<file path="config.mk">
export PLATFORM = sky130hd
export DESIGN_NAME = dram_user_port
export DESIGN_NICKNAME = d
export VERILOG_FILES = /design/src/verilog/dram_pkg.sv /design/src/verilog/dram_cmd_issue.sv /design/src/verilog/dram_request_ctrl.sv /design/src/verilog/dram_user_port.sv /design/src/verilog/dram_wdf_issue.sv
export SDC_FILE = /design/constraint.sdc
export NUM_CORES = 1
export LEC_CHECK = 0
export BUFFER_PORTS_ARGS = -buffer_cell sky130_fd_sc_hd__buf_2
export CELL_PAD_IN_SITES_DETAIL_PLACEMENT = 0
export CELL_PAD_IN_SITES_GLOBAL_PLACEMENT = 1
export CORE_AREA = 10 10 191 193
export CTS_CLUSTER_SIZE = 8
export DETAILED_ROUTE_END_ITERATION = 6
export DIE_AREA = 0 0 201 203
export PLACE_DENSITY = 0.58
export SLEW_MARGIN = 30
export SYNTH_ARGS = -nofsm -noshare
export SYNTH_HDL_FRONTEND = slang
export SYNTH_SLANG_ARGS = --single-unit
</file>
<file path="constraint.sdc">
create_clock -name clk -period 8.38 [get_ports clk]
set_input_delay 0.419 -clock clk [delete_from_list [all_inputs] [get_ports clk]]
set_output_delay 0.419 -clock clk [all_outputs]
set_load 0.03 [all_outputs]
</file>
<file path="src/verilog/dram_pkg.sv">
//**************************************************************************
// DDR user port shared definitions
// widths of the user word, the DDR line and the controller command,
// plus the request state encoding used by the front end
//**************************************************************************

package dram_pkg;

    // user side
    typedef logic [31:0] addr_t;
    typedef logic [31:0] word_t;
    typedef logic [3:0]  byte_en_t;

    // controller application side
    typedef logic [27:0]  app_addr_t;
    typedef logic [127:0] line_t;
    // 1 = byte not written
    typedef logic [15:0]  wdf_mask_t;
    typedef logic [2:0]   app_cmd_t;

    localparam app_cmd_t CMD_WRITE = 3'b000;
    localparam app_cmd_t CMD_READ  = 3'b001;

    // 32-bit lanes per DDR line
    localparam int LANES = 4;

    // request state machine
    typedef enum logic [1:0] {
        CALIB = 2'b00,
        IDLE  = 2'b01,
        WRITE = 2'b10,
        READ  = 2'b11
    } req_state_t;

endpackage

</file>
<file path="src/verilog/dram_cmd_issue.sv">
//**************************************************************************
// DDR command issuer
// registers the command code and line address of one request and holds
// app_en until the controller signals app_rdy
//**************************************************************************

`timescale 1ns/1ps

module dram_cmd_issue (
    input  logic                clk,
    input  logic                rst_x_async,
    input  logic                i_start,
    input  logic                i_is_write,
    input  dram_pkg::addr_t     i_addr,
    input  logic                i_app_rdy,
    output logic                o_app_en,
    output dram_pkg::app_cmd_t  o_app_cmd,
    output dram_pkg::app_addr_t o_app_addr,
    output logic                o_done
);
    import dram_pkg::*;

    logic accepted;

    // command taken by the controller this cycle
    assign accepted = o_app_en && i_app_rdy;

    // enable stays up until the handshake completes
    always_ff @(posedge clk or negedge rst_x_async) begin
        if (!rst_x_async) begin
            o_app_en <= 1'b0;
        end else if (i_start) begin
            o_app_en <= 1'b1;
        end else if (accepted) begin
            o_app_en <= 1'b0;
        end
    end

    // command and line address, held while waiting for app_rdy
    always_ff @(posedge clk) begin
        if (i_start) begin
            if (i_is_write) begin
                o_app_cmd <= CMD_WRITE;
            end else begin
                o_app_cmd <= CMD_READ;
            end
            // 128-bit line address, low three bits zero
            o_app_addr <= {1'b0, i_addr[27:4], 3'b000};
        end
    end

    // one-cycle completion at acceptance
    assign o_done = accepted;

endmodule

</file>
<file path="src/verilog/dram_request_ctrl.sv">
//**************************************************************************
// DDR request controller
// waits for calibration, takes one user request at a time, starts the
// command and write data issuers, and ends a write once both have been
// accepted or a read once the line has come back
//**************************************************************************

`timescale 1ns/1ps

module dram_request_ctrl #(
    parameter int CALIB_SYNC_STAGES = 2
) (
    input  logic            clk,
    input  logic            rst_x_async,
    input  logic            i_init_calib_complete,
    input  logic            i_wr_en,
    input  logic            i_rd_en,
    input  logic            i_cmd_done,
    input  logic            i_wdf_done,
    input  logic            i_app_rd_data_valid,
    input  dram_pkg::line_t i_app_rd_data,
    output logic            o_busy,
    output logic            o_calib_done,
    output logic            o_start_cmd,
    output logic            o_start_wdf,
    output logic            o_is_write,
    output logic            o_rd_valid,
    output dram_pkg::line_t o_rd_line
);
    import dram_pkg::*;

    logic [CALIB_SYNC_STAGES-1:0] calib_sync;
    req_state_t                   state;
    req_state_t                   state_next;
    logic                         accept;
    logic                         cmd_seen;
    logic                         wdf_seen;
    logic                         cmd_ok;
    logic                         wdf_ok;
    logic                         write_end;
    logic                         read_end;

    // calibration status comes from another domain
    always_ff @(posedge clk or negedge rst_x_async) begin
        if (!rst_x_async) begin
            calib_sync <= '0;
        end else begin
            calib_sync[0] <= i_init_calib_complete;
            for (int i = 1; i < CALIB_SYNC_STAGES; i++) begin
                calib_sync[i] <= calib_sync[i-1];
            end
        end
    end

    assign o_calib_done = calib_sync[CALIB_SYNC_STAGES-1];

    // request taken from the core, write has priority
    assign accept      = (state == IDLE) && (i_wr_en || i_rd_en);
    assign o_start_cmd = accept;
    assign o_start_wdf = accept && i_wr_en;
    assign o_is_write  = i_wr_en;

    // acceptances seen now or in an earlier cycle
    assign cmd_ok    = cmd_seen || i_cmd_done;
    assign wdf_ok    = wdf_seen || i_wdf_done;
    assign write_end = (state == WRITE) && cmd_ok && wdf_ok;
    assign read_end  = (state == READ) && i_app_rd_data_valid;

    always_comb begin
        state_next = state;
        case (state)
            CALIB: begin
                if (o_calib_done) begin
                    state_next = IDLE;
                end
            end
            IDLE: begin
                if (i_wr_en) begin
                    state_next = WRITE;
                end else if (i_rd_en) begin
                    state_next = READ;
                end
            end
            WRITE: begin
                if (write_end) begin
                    state_next = IDLE;
                end
            end
            READ: begin
                if (read_end) begin
                    state_next = IDLE;
                end
            end
            default: begin
                state_next = CALIB;
            end
        endcase
    end

    always_ff @(posedge clk or negedge rst_x_async) begin
        if (!rst_x_async) begin
            state <= CALIB;
        end else begin
            state <= state_next;
        end
    end

    // command and write data may finish in either order
    always_ff @(posedge clk or negedge rst_x_async) begin
        if (!rst_x_async) begin
            cmd_seen <= 1'b0;
            wdf_seen <= 1'b0;
        end else if ((state == WRITE) && !write_end) begin
            cmd_seen <= cmd_ok;
            wdf_seen <= wdf_ok;
        end else begin
            cmd_seen <= 1'b0;
            wdf_seen <= 1'b0;
        end
    end

    // read line pulse, one per read request
    always_ff @(posedge clk or negedge rst_x_async) begin
        if (!rst_x_async) begin
            o_rd_valid <= 1'b0;
        end else begin
            o_rd_valid <= read_end;
        end
    end

    always_ff @(posedge clk) begin
        if (read_end) begin
            o_rd_line <= i_app_rd_data;
        end
    end

    assign o_busy = (state != IDLE);

endmodule

</file>
<file path="src/verilog/dram_user_port.sv">
//**************************************************************************
// DDR user port front end
// single-clock bridge from a 32-bit core request port to the 128-bit
// application port of a DDR controller, built from a request controller,
// a command issuer and a write data issuer
//**************************************************************************

`timescale 1ns/1ps

module dram_user_port #(
    parameter int CALIB_SYNC_STAGES = 2
) (
    input  logic                clk,
    input  logic                rst_x_async,
    // core side
    input  logic                i_wr_en,
    input  logic                i_rd_en,
    input  dram_pkg::addr_t     i_addr,
    input  dram_pkg::word_t     i_data,
    input  dram_pkg::byte_en_t  i_byte_en,
    output logic                o_busy,
    output logic                o_calib_done,
    output logic                o_rd_valid,
    output dram_pkg::line_t     o_rd_line,
    // controller side
    input  logic                i_init_calib_complete,
    output logic                o_app_en,
    output dram_pkg::app_cmd_t  o_app_cmd,
    output dram_pkg::app_addr_t o_app_addr,
    input  logic                i_app_rdy,
    output logic                o_app_wdf_wren,
    output dram_pkg::line_t     o_app_wdf_data,
    output dram_pkg::wdf_mask_t o_app_wdf_mask,
    input  logic                i_app_wdf_rdy,
    input  logic                i_app_rd_data_valid,
    input  dram_pkg::line_t     i_app_rd_data
);

    logic       start_cmd;
    logic       start_wdf;
    logic       is_write;
    logic       cmd_done;
    logic       wdf_done;
    logic [1:0] lane;

    // 32-bit lane inside the 128-bit line
    assign lane = i_addr[3:2];

    dram_request_ctrl #(
        .CALIB_SYNC_STAGES (CALIB_SYNC_STAGES)
    ) u_request_ctrl (
        .clk                   (clk),
        .rst_x_async           (rst_x_async),
        .i_init_calib_complete (i_init_calib_complete),
        .i_wr_en               (i_wr_en),
        .i_rd_en               (i_rd_en),
        .i_cmd_done            (cmd_done),
        .i_wdf_done            (wdf_done),
        .i_app_rd_data_valid   (i_app_rd_data_valid),
        .i_app_rd_data         (i_app_rd_data),
        .o_busy                (o_busy),
        .o_calib_done          (o_calib_done),
        .o_start_cmd           (start_cmd),
        .o_start_wdf           (start_wdf),
        .o_is_write            (is_write),
        .o_rd_valid            (o_rd_valid),
        .o_rd_line             (o_rd_line)
    );

    dram_cmd_issue u_cmd_issue (
        .clk         (clk),
        .rst_x_async (rst_x_async),
        .i_start     (start_cmd),
        .i_is_write  (is_write),
        .i_addr      (i_addr),
        .i_app_rdy   (i_app_rdy),
        .o_app_en    (o_app_en),
        .o_app_cmd   (o_app_cmd),
        .o_app_addr  (o_app_addr),
        .o_done      (cmd_done)
    );

    // started on writes only
    dram_wdf_issue u_wdf_issue (
        .clk            (clk),
        .rst_x_async    (rst_x_async),
        .i_start        (start_wdf),
        .i_lane         (lane),
        .i_data         (i_data),
        .i_byte_en      (i_byte_en),
        .i_app_wdf_rdy  (i_app_wdf_rdy),
        .o_app_wdf_wren (o_app_wdf_wren),
        .o_app_wdf_data (o_app_wdf_data),
        .o_app_wdf_mask (o_app_wdf_mask),
        .o_done         (wdf_done)
    );

endmodule

</file>
<file path="src/verilog/dram_wdf_issue.sv">
//**************************************************************************
// DDR write data issuer
// places the user word and byte enables in their lane of a 128-bit line
// and holds app_wdf_wren until the controller signals app_wdf_rdy
//**************************************************************************

`timescale 1ns/1ps

module dram_wdf_issue (
    input  logic                clk,
    input  logic                rst_x_async,
    input  logic                i_start,
    input  logic [1:0]          i_lane,
    input  dram_pkg::word_t     i_data,
    input  dram_pkg::byte_en_t  i_byte_en,
    input  logic                i_app_wdf_rdy,
    output logic                o_app_wdf_wren,
    output dram_pkg::line_t     o_app_wdf_data,
    output dram_pkg::wdf_mask_t o_app_wdf_mask,
    output logic                o_done
);
    import dram_pkg::*;

    wdf_mask_t lane_en;
    wdf_mask_t line_mask;
    line_t     line_data;
    logic      accepted;

    // word copied to every lane, the mask picks the one that counts
    assign line_data = {LANES{i_data}};

    // byte enables moved up to the selected lane
    assign lane_en   = {12'b0, i_byte_en} << {i_lane, 2'b00};

    // controller mask is active high, so unselected bytes are masked
    assign line_mask = ~lane_en;

    assign accepted  = o_app_wdf_wren && i_app_wdf_rdy;

    // write enable held until the data is taken
    always_ff @(posedge clk or negedge rst_x_async) begin
        if (!rst_x_async) begin
            o_app_wdf_wren <= 1'b0;
        end else if (i_start) begin
            o_app_wdf_wren <= 1'b1;
        end else if (accepted) begin
            o_app_wdf_wren <= 1'b0;
        end
    end

    // line data and mask
    always_ff @(posedge clk) begin
        if (i_start) begin
            o_app_wdf_data <= line_data;
            o_app_wdf_mask <= line_mask;
        end
    end

    assign o_done = accepted;

endmodule
</file>
Word-level counts from Yosys, hierarchy flattened
Index checks and enable logic that the tools add are counted.
Widths: inputs -> output; s select.
{"block": "word_totals", "ff_bits": 308, "inputBits": 204, "out_inout_bits": 308, "word_cells": 51}
{"block": "classes", "eq_ne": 8, "n_shift": 1, "muxes": 13, "bitwise": 1, "reduce_logical": 16}
{"cell": "$not 16->16", "count": 1}
{"cell": "$shl 4x4->16", "count": 1}
{"cell": "$mux 2", "count": 5}
{"cell": "$logic_and 1x1->1", "count": 8}
{"cell": "$ne 2x1->1 const B", "count": 4}
{"cell": "$pmux 2 s4", "count": 1}
{"cell": "$mux 1", "count": 7}
{"cell": "$eq 2x2->1 const B", "count": 2}
{"cell": "$reduce_and 4->1", "count": 1}
{"cell": "$reduce_bool 2->1", "count": 2}
{"cell": "$logic_or 1x1->1", "count": 3}
{"cell": "$ne 3x3->1 const B", "count": 1}
{"cell": "$eq 2x1->1 const B", "count": 1}
{"cell": "$logic_not 2->1", "count": 1}
{"cell": "$logic_not 1->1", "count": 1}

Longest topological paths before layout
{"block": "logic_depth", "depth_word": 7, "depth_mapped": 3, "depth_no_buf": 3}

By module
Synthesis repeated with hierarchy kept, for this count alone.
{"block": "hier_totals", "cells_unflattened": 361, "hier_area_um2": 7295.7}
{"module": "dram_request_ctrl", "n_inst": 1, "cells_each": 157, "area_each_um2": 4157.7, "seq_area_each_um2": 4018.9}
{"module": "dram_wdf_issue", "n_inst": 1, "cells_each": 167, "area_each_um2": 2290.9, "seq_area_each_um2": 1466.4}
{"module": "dram_cmd_issue", "n_inst": 1, "cells_each": 37, "area_each_um2": 847.1, "seq_area_each_um2": 775.7}

Least setup slack after synthesis
OpenSTA, ideal clock, no wires.
{"block": "synth_timing", "kind": "register -> register", "from": "reg u_request_ctrl.state[1]", "to": "reg u_request_ctrl.o_rd_line[0] (enable)", "t_arrival_ps": 3471, "required_time_ps": 7876, "path_slack_ps": 4405, "stages_incl_launch_ff": 2, "path_buffers": 0, "cell_sequence": "dfrtp_1 > and3_1"}
{"block": "synth_via", "elab_chain_cells": 2}
{"element": "start, declared", "line": "dram_request_ctrl.sv:33", "rtl": "req_state_t state;"}
{"element": "start signal, assigned", "line": "dram_request_ctrl.sv:104", "rtl": "state <= state_next;"}
{"element": "$eq 2x2->1", "line": "dram_request_ctrl.sv:67", "rtl": "assign read_end = (state == READ) && i_app_rd_data_valid;"}
{"element": "$logic_and 1x1->1", "line": "dram_request_ctrl.sv:67"}
{"element": "net u_request_ctrl.read_end", "line": "dram_request_ctrl.sv:41", "rtl": "logic read_end;"}
{"element": "end signal, assigned", "line": "dram_request_ctrl.sv:133", "rtl": "o_rd_line <= i_app_rd_data;"}
{"element": "end, declared", "line": "dram_request_ctrl.sv:28", "rtl": "output dram_pkg::line_t o_rd_line"}
The timed path passes the listed nets, and every way through them passes these cells.
A chain may end at the register's enable or synchronous reset.

Worst setup path in the final report
{"block": "layout_timing", "from": "reg u_request_ctrl.state[1]", "to": "reg u_request_ctrl.o_rd_line[101] (enable)"}
Same word-level chain as after synthesis.

==> results.sh <==
export IMPL_design_core_area_sq_um=32500
export IMPL_synth_commonest_cells="201 x edfxtp_1, 102 x buf_4, 14 x nand2_1, 9 x dfrtp_1, 4 x nand3_1"
export IMPL_cp_cell_sequence="and3_4 -> buf_4"
export IMPL_finalCriticalPeriod_ps=2490
export IMPL_io_pins=512
export IMPL_synth_seq_cells=210
export IMPL_wl_mm=25.5
export IMPL_place_detailed_hpwl_mm=20.7
export IMPL_max_cap_violations=0
export IMPL_grt_use_total_pct=11.7
export IMPL_avgViaCountPerCell=3.68
export IMPL_postCtsHoldBufs=2
export IMPL_crit_slowest_cell="buf_4"
export IMPL_drc=0
export IMPL_synthFlopType="edfxtp_1"
export IMPL_rows=66
export IMPL_synth_area_leaders="edfxtp_1 83%, buf_4 11%, dfrtp_1 3.1%"
export IMPL_min_path_cells=1
export IMPL_leakagePower_nw=4.46
export IMPL_synth_edf_count=201
export IMPL_fmax_mhz=401
export IMPL_synth_area_sq_um=7270
export IMPL_slew_viol_final=0
export IMPL_cp_top_family="buffers and inverters"
export IMPL_port_buffer_count=499
export IMPL_critPathLaunchType="flop"
export IMPL_required_ps=8540
export IMPL_fill_cells=3267
export IMPL_layout_drive_gt1_share_pct=66.7
export IMPL_ff_latch_area_sq_um=6260
export IMPL_async_flop_share_pct=4.29
export IMPL_clock_sinks=210
export IMPL_yosysMostFrequentCell="edfxtp_1"
export IMPL_dr_pass1_iters=4
export IMPL_ant_nets=0
export IMPL_rsz0062_at_grt="false"
export IMPL_num_vias=4600
export IMPL_grt_pass1_vias=5082
export IMPL_synth_warnings=0
export IMPL_wl_per_cell_microns=20.3
export IMPL_hold_start="i_app_rd_data[58]"
export IMPL_r2r_slack_ps=5890
export IMPL_cp_max_fo=72
export IMPL_initial_core_util_pct=22.4
export IMPL_synth_top_cell_by_area="edfxtp_1"
export IMPL_synth_area_per_cell_sq_um=20.4
export IMPL_critPathKind="reg -> reg"
export IMPL_yosys_area_top_type_share_pct=83.0
export IMPL_cp_num_buf_inv=1
export IMPL_r2r_end="u_request_ctrl.o_rd_line[101]"
export IMPL_hold_violations=0
export IMPL_clockRootBuffer="clkbuf_16"
export IMPL_critPathMaxStageDelay_ps=810
export IMPL_hold_end="u_request_ctrl.o_rd_line[58]"
export IMPL_ir_drop_mv=0.178
export IMPL_status="completed"
export IMPL_startpoint="u_request_ctrl.state[1]"
export IMPL_ys_types=23
export IMPL_fin_setup_tns_ps=0
export IMPL_clkSlewWorstSetupHoldPaths_ps=50
export IMPL_antenna_found_initial=7
export IMPL_cts_buffers=30
export IMPL_cts_htree_levels=1
export IMPL_drt_iter0_drc=186
export IMPL_hold_ws_ps=47.5
export IMPL_regToRegStartpoint="u_request_ctrl.state[1]"
export IMPL_arrival_ps=2660
export IMPL_period_share_pct=29.8
export IMPL_endpoint_kind="flop"
export IMPL_r2r_cells=2
export IMPL_clkLatencyLatePin_ps=540
export IMPL_grt_max_degree=73
export IMPL_finalWorstSetupSlack_ps=5890
export IMPL_clockBufferDepth=3
export IMPL_place_ws_ps=5800
export IMPL_die_h_microns=203
export IMPL_cts_setup_buffers=0
export IMPL_overflow=0
export IMPL_grt_pass1_wl_mm=36.0
export IMPL_fin_nets=997
export IMPL_place_congestion=0.737
export IMPL_cts_resized=0
export IMPL_die_area_sq_um=40800
export IMPL_die_w_microns=201
export IMPL_syn_instance_count=356
export IMPL_p_per_area_nw_per_um2=342
export IMPL_finClkSkew_ps=3.57
export IMPL_cts_tree="yes"
export IMPL_worst_pin_slew_ps=934
export IMPL_maxSlewHeadroom_pct=37.7
export IMPL_hp_class="in -> reg"
export IMPL_setup_viol=0
export IMPL_syn2layout_area_growth_pct=43.7
export IMPL_multiInputGateArea_sq_um=251
export IMPL_synth_seq_area_share_pct=86.1
kinds of logic (layout without fill, tap and decap cells):
family / count (synthesis) / in the layout / synth area share, %
buf+inv: 106 / 553 / 10.7
compound gates: 9 / 9 / 0.998
flops: 210 / 210 / 86.1
other cells: 1 / 7 / 0.0516
simple gates: 30 / 30 / 2.08
stage by stage:
step / cells / power (W) / area [sq um] / utilization (%)
after floorplan: 361 / 0.00226 / 7290 / -
after global placement: 1201 / 0.00253 / 9590 / 29.5
after detailed placement: 1201 / 0.00254 / 9590 / 29.5
after CTS: 1250 / 0.00365 / 10400 / 32.2
after global routing: 1250 / 0.00374 / 10400 / 32.2
final: 1251 / 0.00358 / 10400 / 32.2
routing by layer:
| layer | routed length [microns] | track usage [%] |
|---|---|---|
| met1 | 8260 | 11.2 |
| met2 | 12900 | 20.6 |
| met3 | 3520 | 6.88 |
| met4 | 727 | 4.14 |
| met5 | 76 | 0 |
power by group:
part	leakage [nW]	switching (W)	internal, W
registers	1.96	0.0000741	0.00141
clock network	0.404	0.000419	0.000666
logic	2.10	0.000785	0.000222
how the worst max path moves through the flow:
stage	endpoint	cells past startpoint	slack (ps)
floorplan	u_request_ctrl.o_rd_line[0]	1	4410
global route	u_request_ctrl.o_rd_line[33]	2	5670
finish	u_request_ctrl.o_rd_line[101]	2	5890
detailed placement	u_request_ctrl.o_rd_line[0]	3	5800
global placement	u_request_ctrl.o_rd_line[0]	3	5840
CTS	u_request_ctrl.o_rd_line[51]	2	5840
placed cells by master, fill, tap and decap left out, types with 3 or more instances in the layout:
cell type	synthesis	routed
nor2_1	3	3
dfrtp_1	9	9
clkbuf_16	0	31
edfxtp_1	201	201
buf_2	0	499
nand2_1	14	14
nand3_1	4	4
inv_1	3	3
clkbuf_1	0	15
conb_1	1	6
flip-flops by register name, summed over array words and instances, names as in the netlist:
signal,flops
u_request_ctrl.o_rd_line,128
u_wdf_issue.o_app_wdf_data,32
u_cmd_issue.o_app_addr,24
u_wdf_issue.o_app_wdf_mask,16
u_request_ctrl.calib_sync,2
u_request_ctrl.state,2
u_cmd_issue.o_app_cmd,1
u_cmd_issue.o_app_en,1
u_request_ctrl.cmd_seen,1
u_request_ctrl.o_rd_valid,1
u_request_ctrl.wdf_seen,1
u_wdf_issue.o_app_wdf_wren,1
area by class of cell:
class / count / share of cell area (%)
clock buffers: 46 / 7.97
inverters: 4 / 0.144
multi-input cells: 45 / 2.41
well taps: 442 / 5.29
diodes: 1 / 0.0240
flip-flops and latches: 210 / 59.9
clock inverters: 1 / 0.0479
repair buffers: 502 / 24.2
No activity file was read; power rests on OpenSTA's default activity.
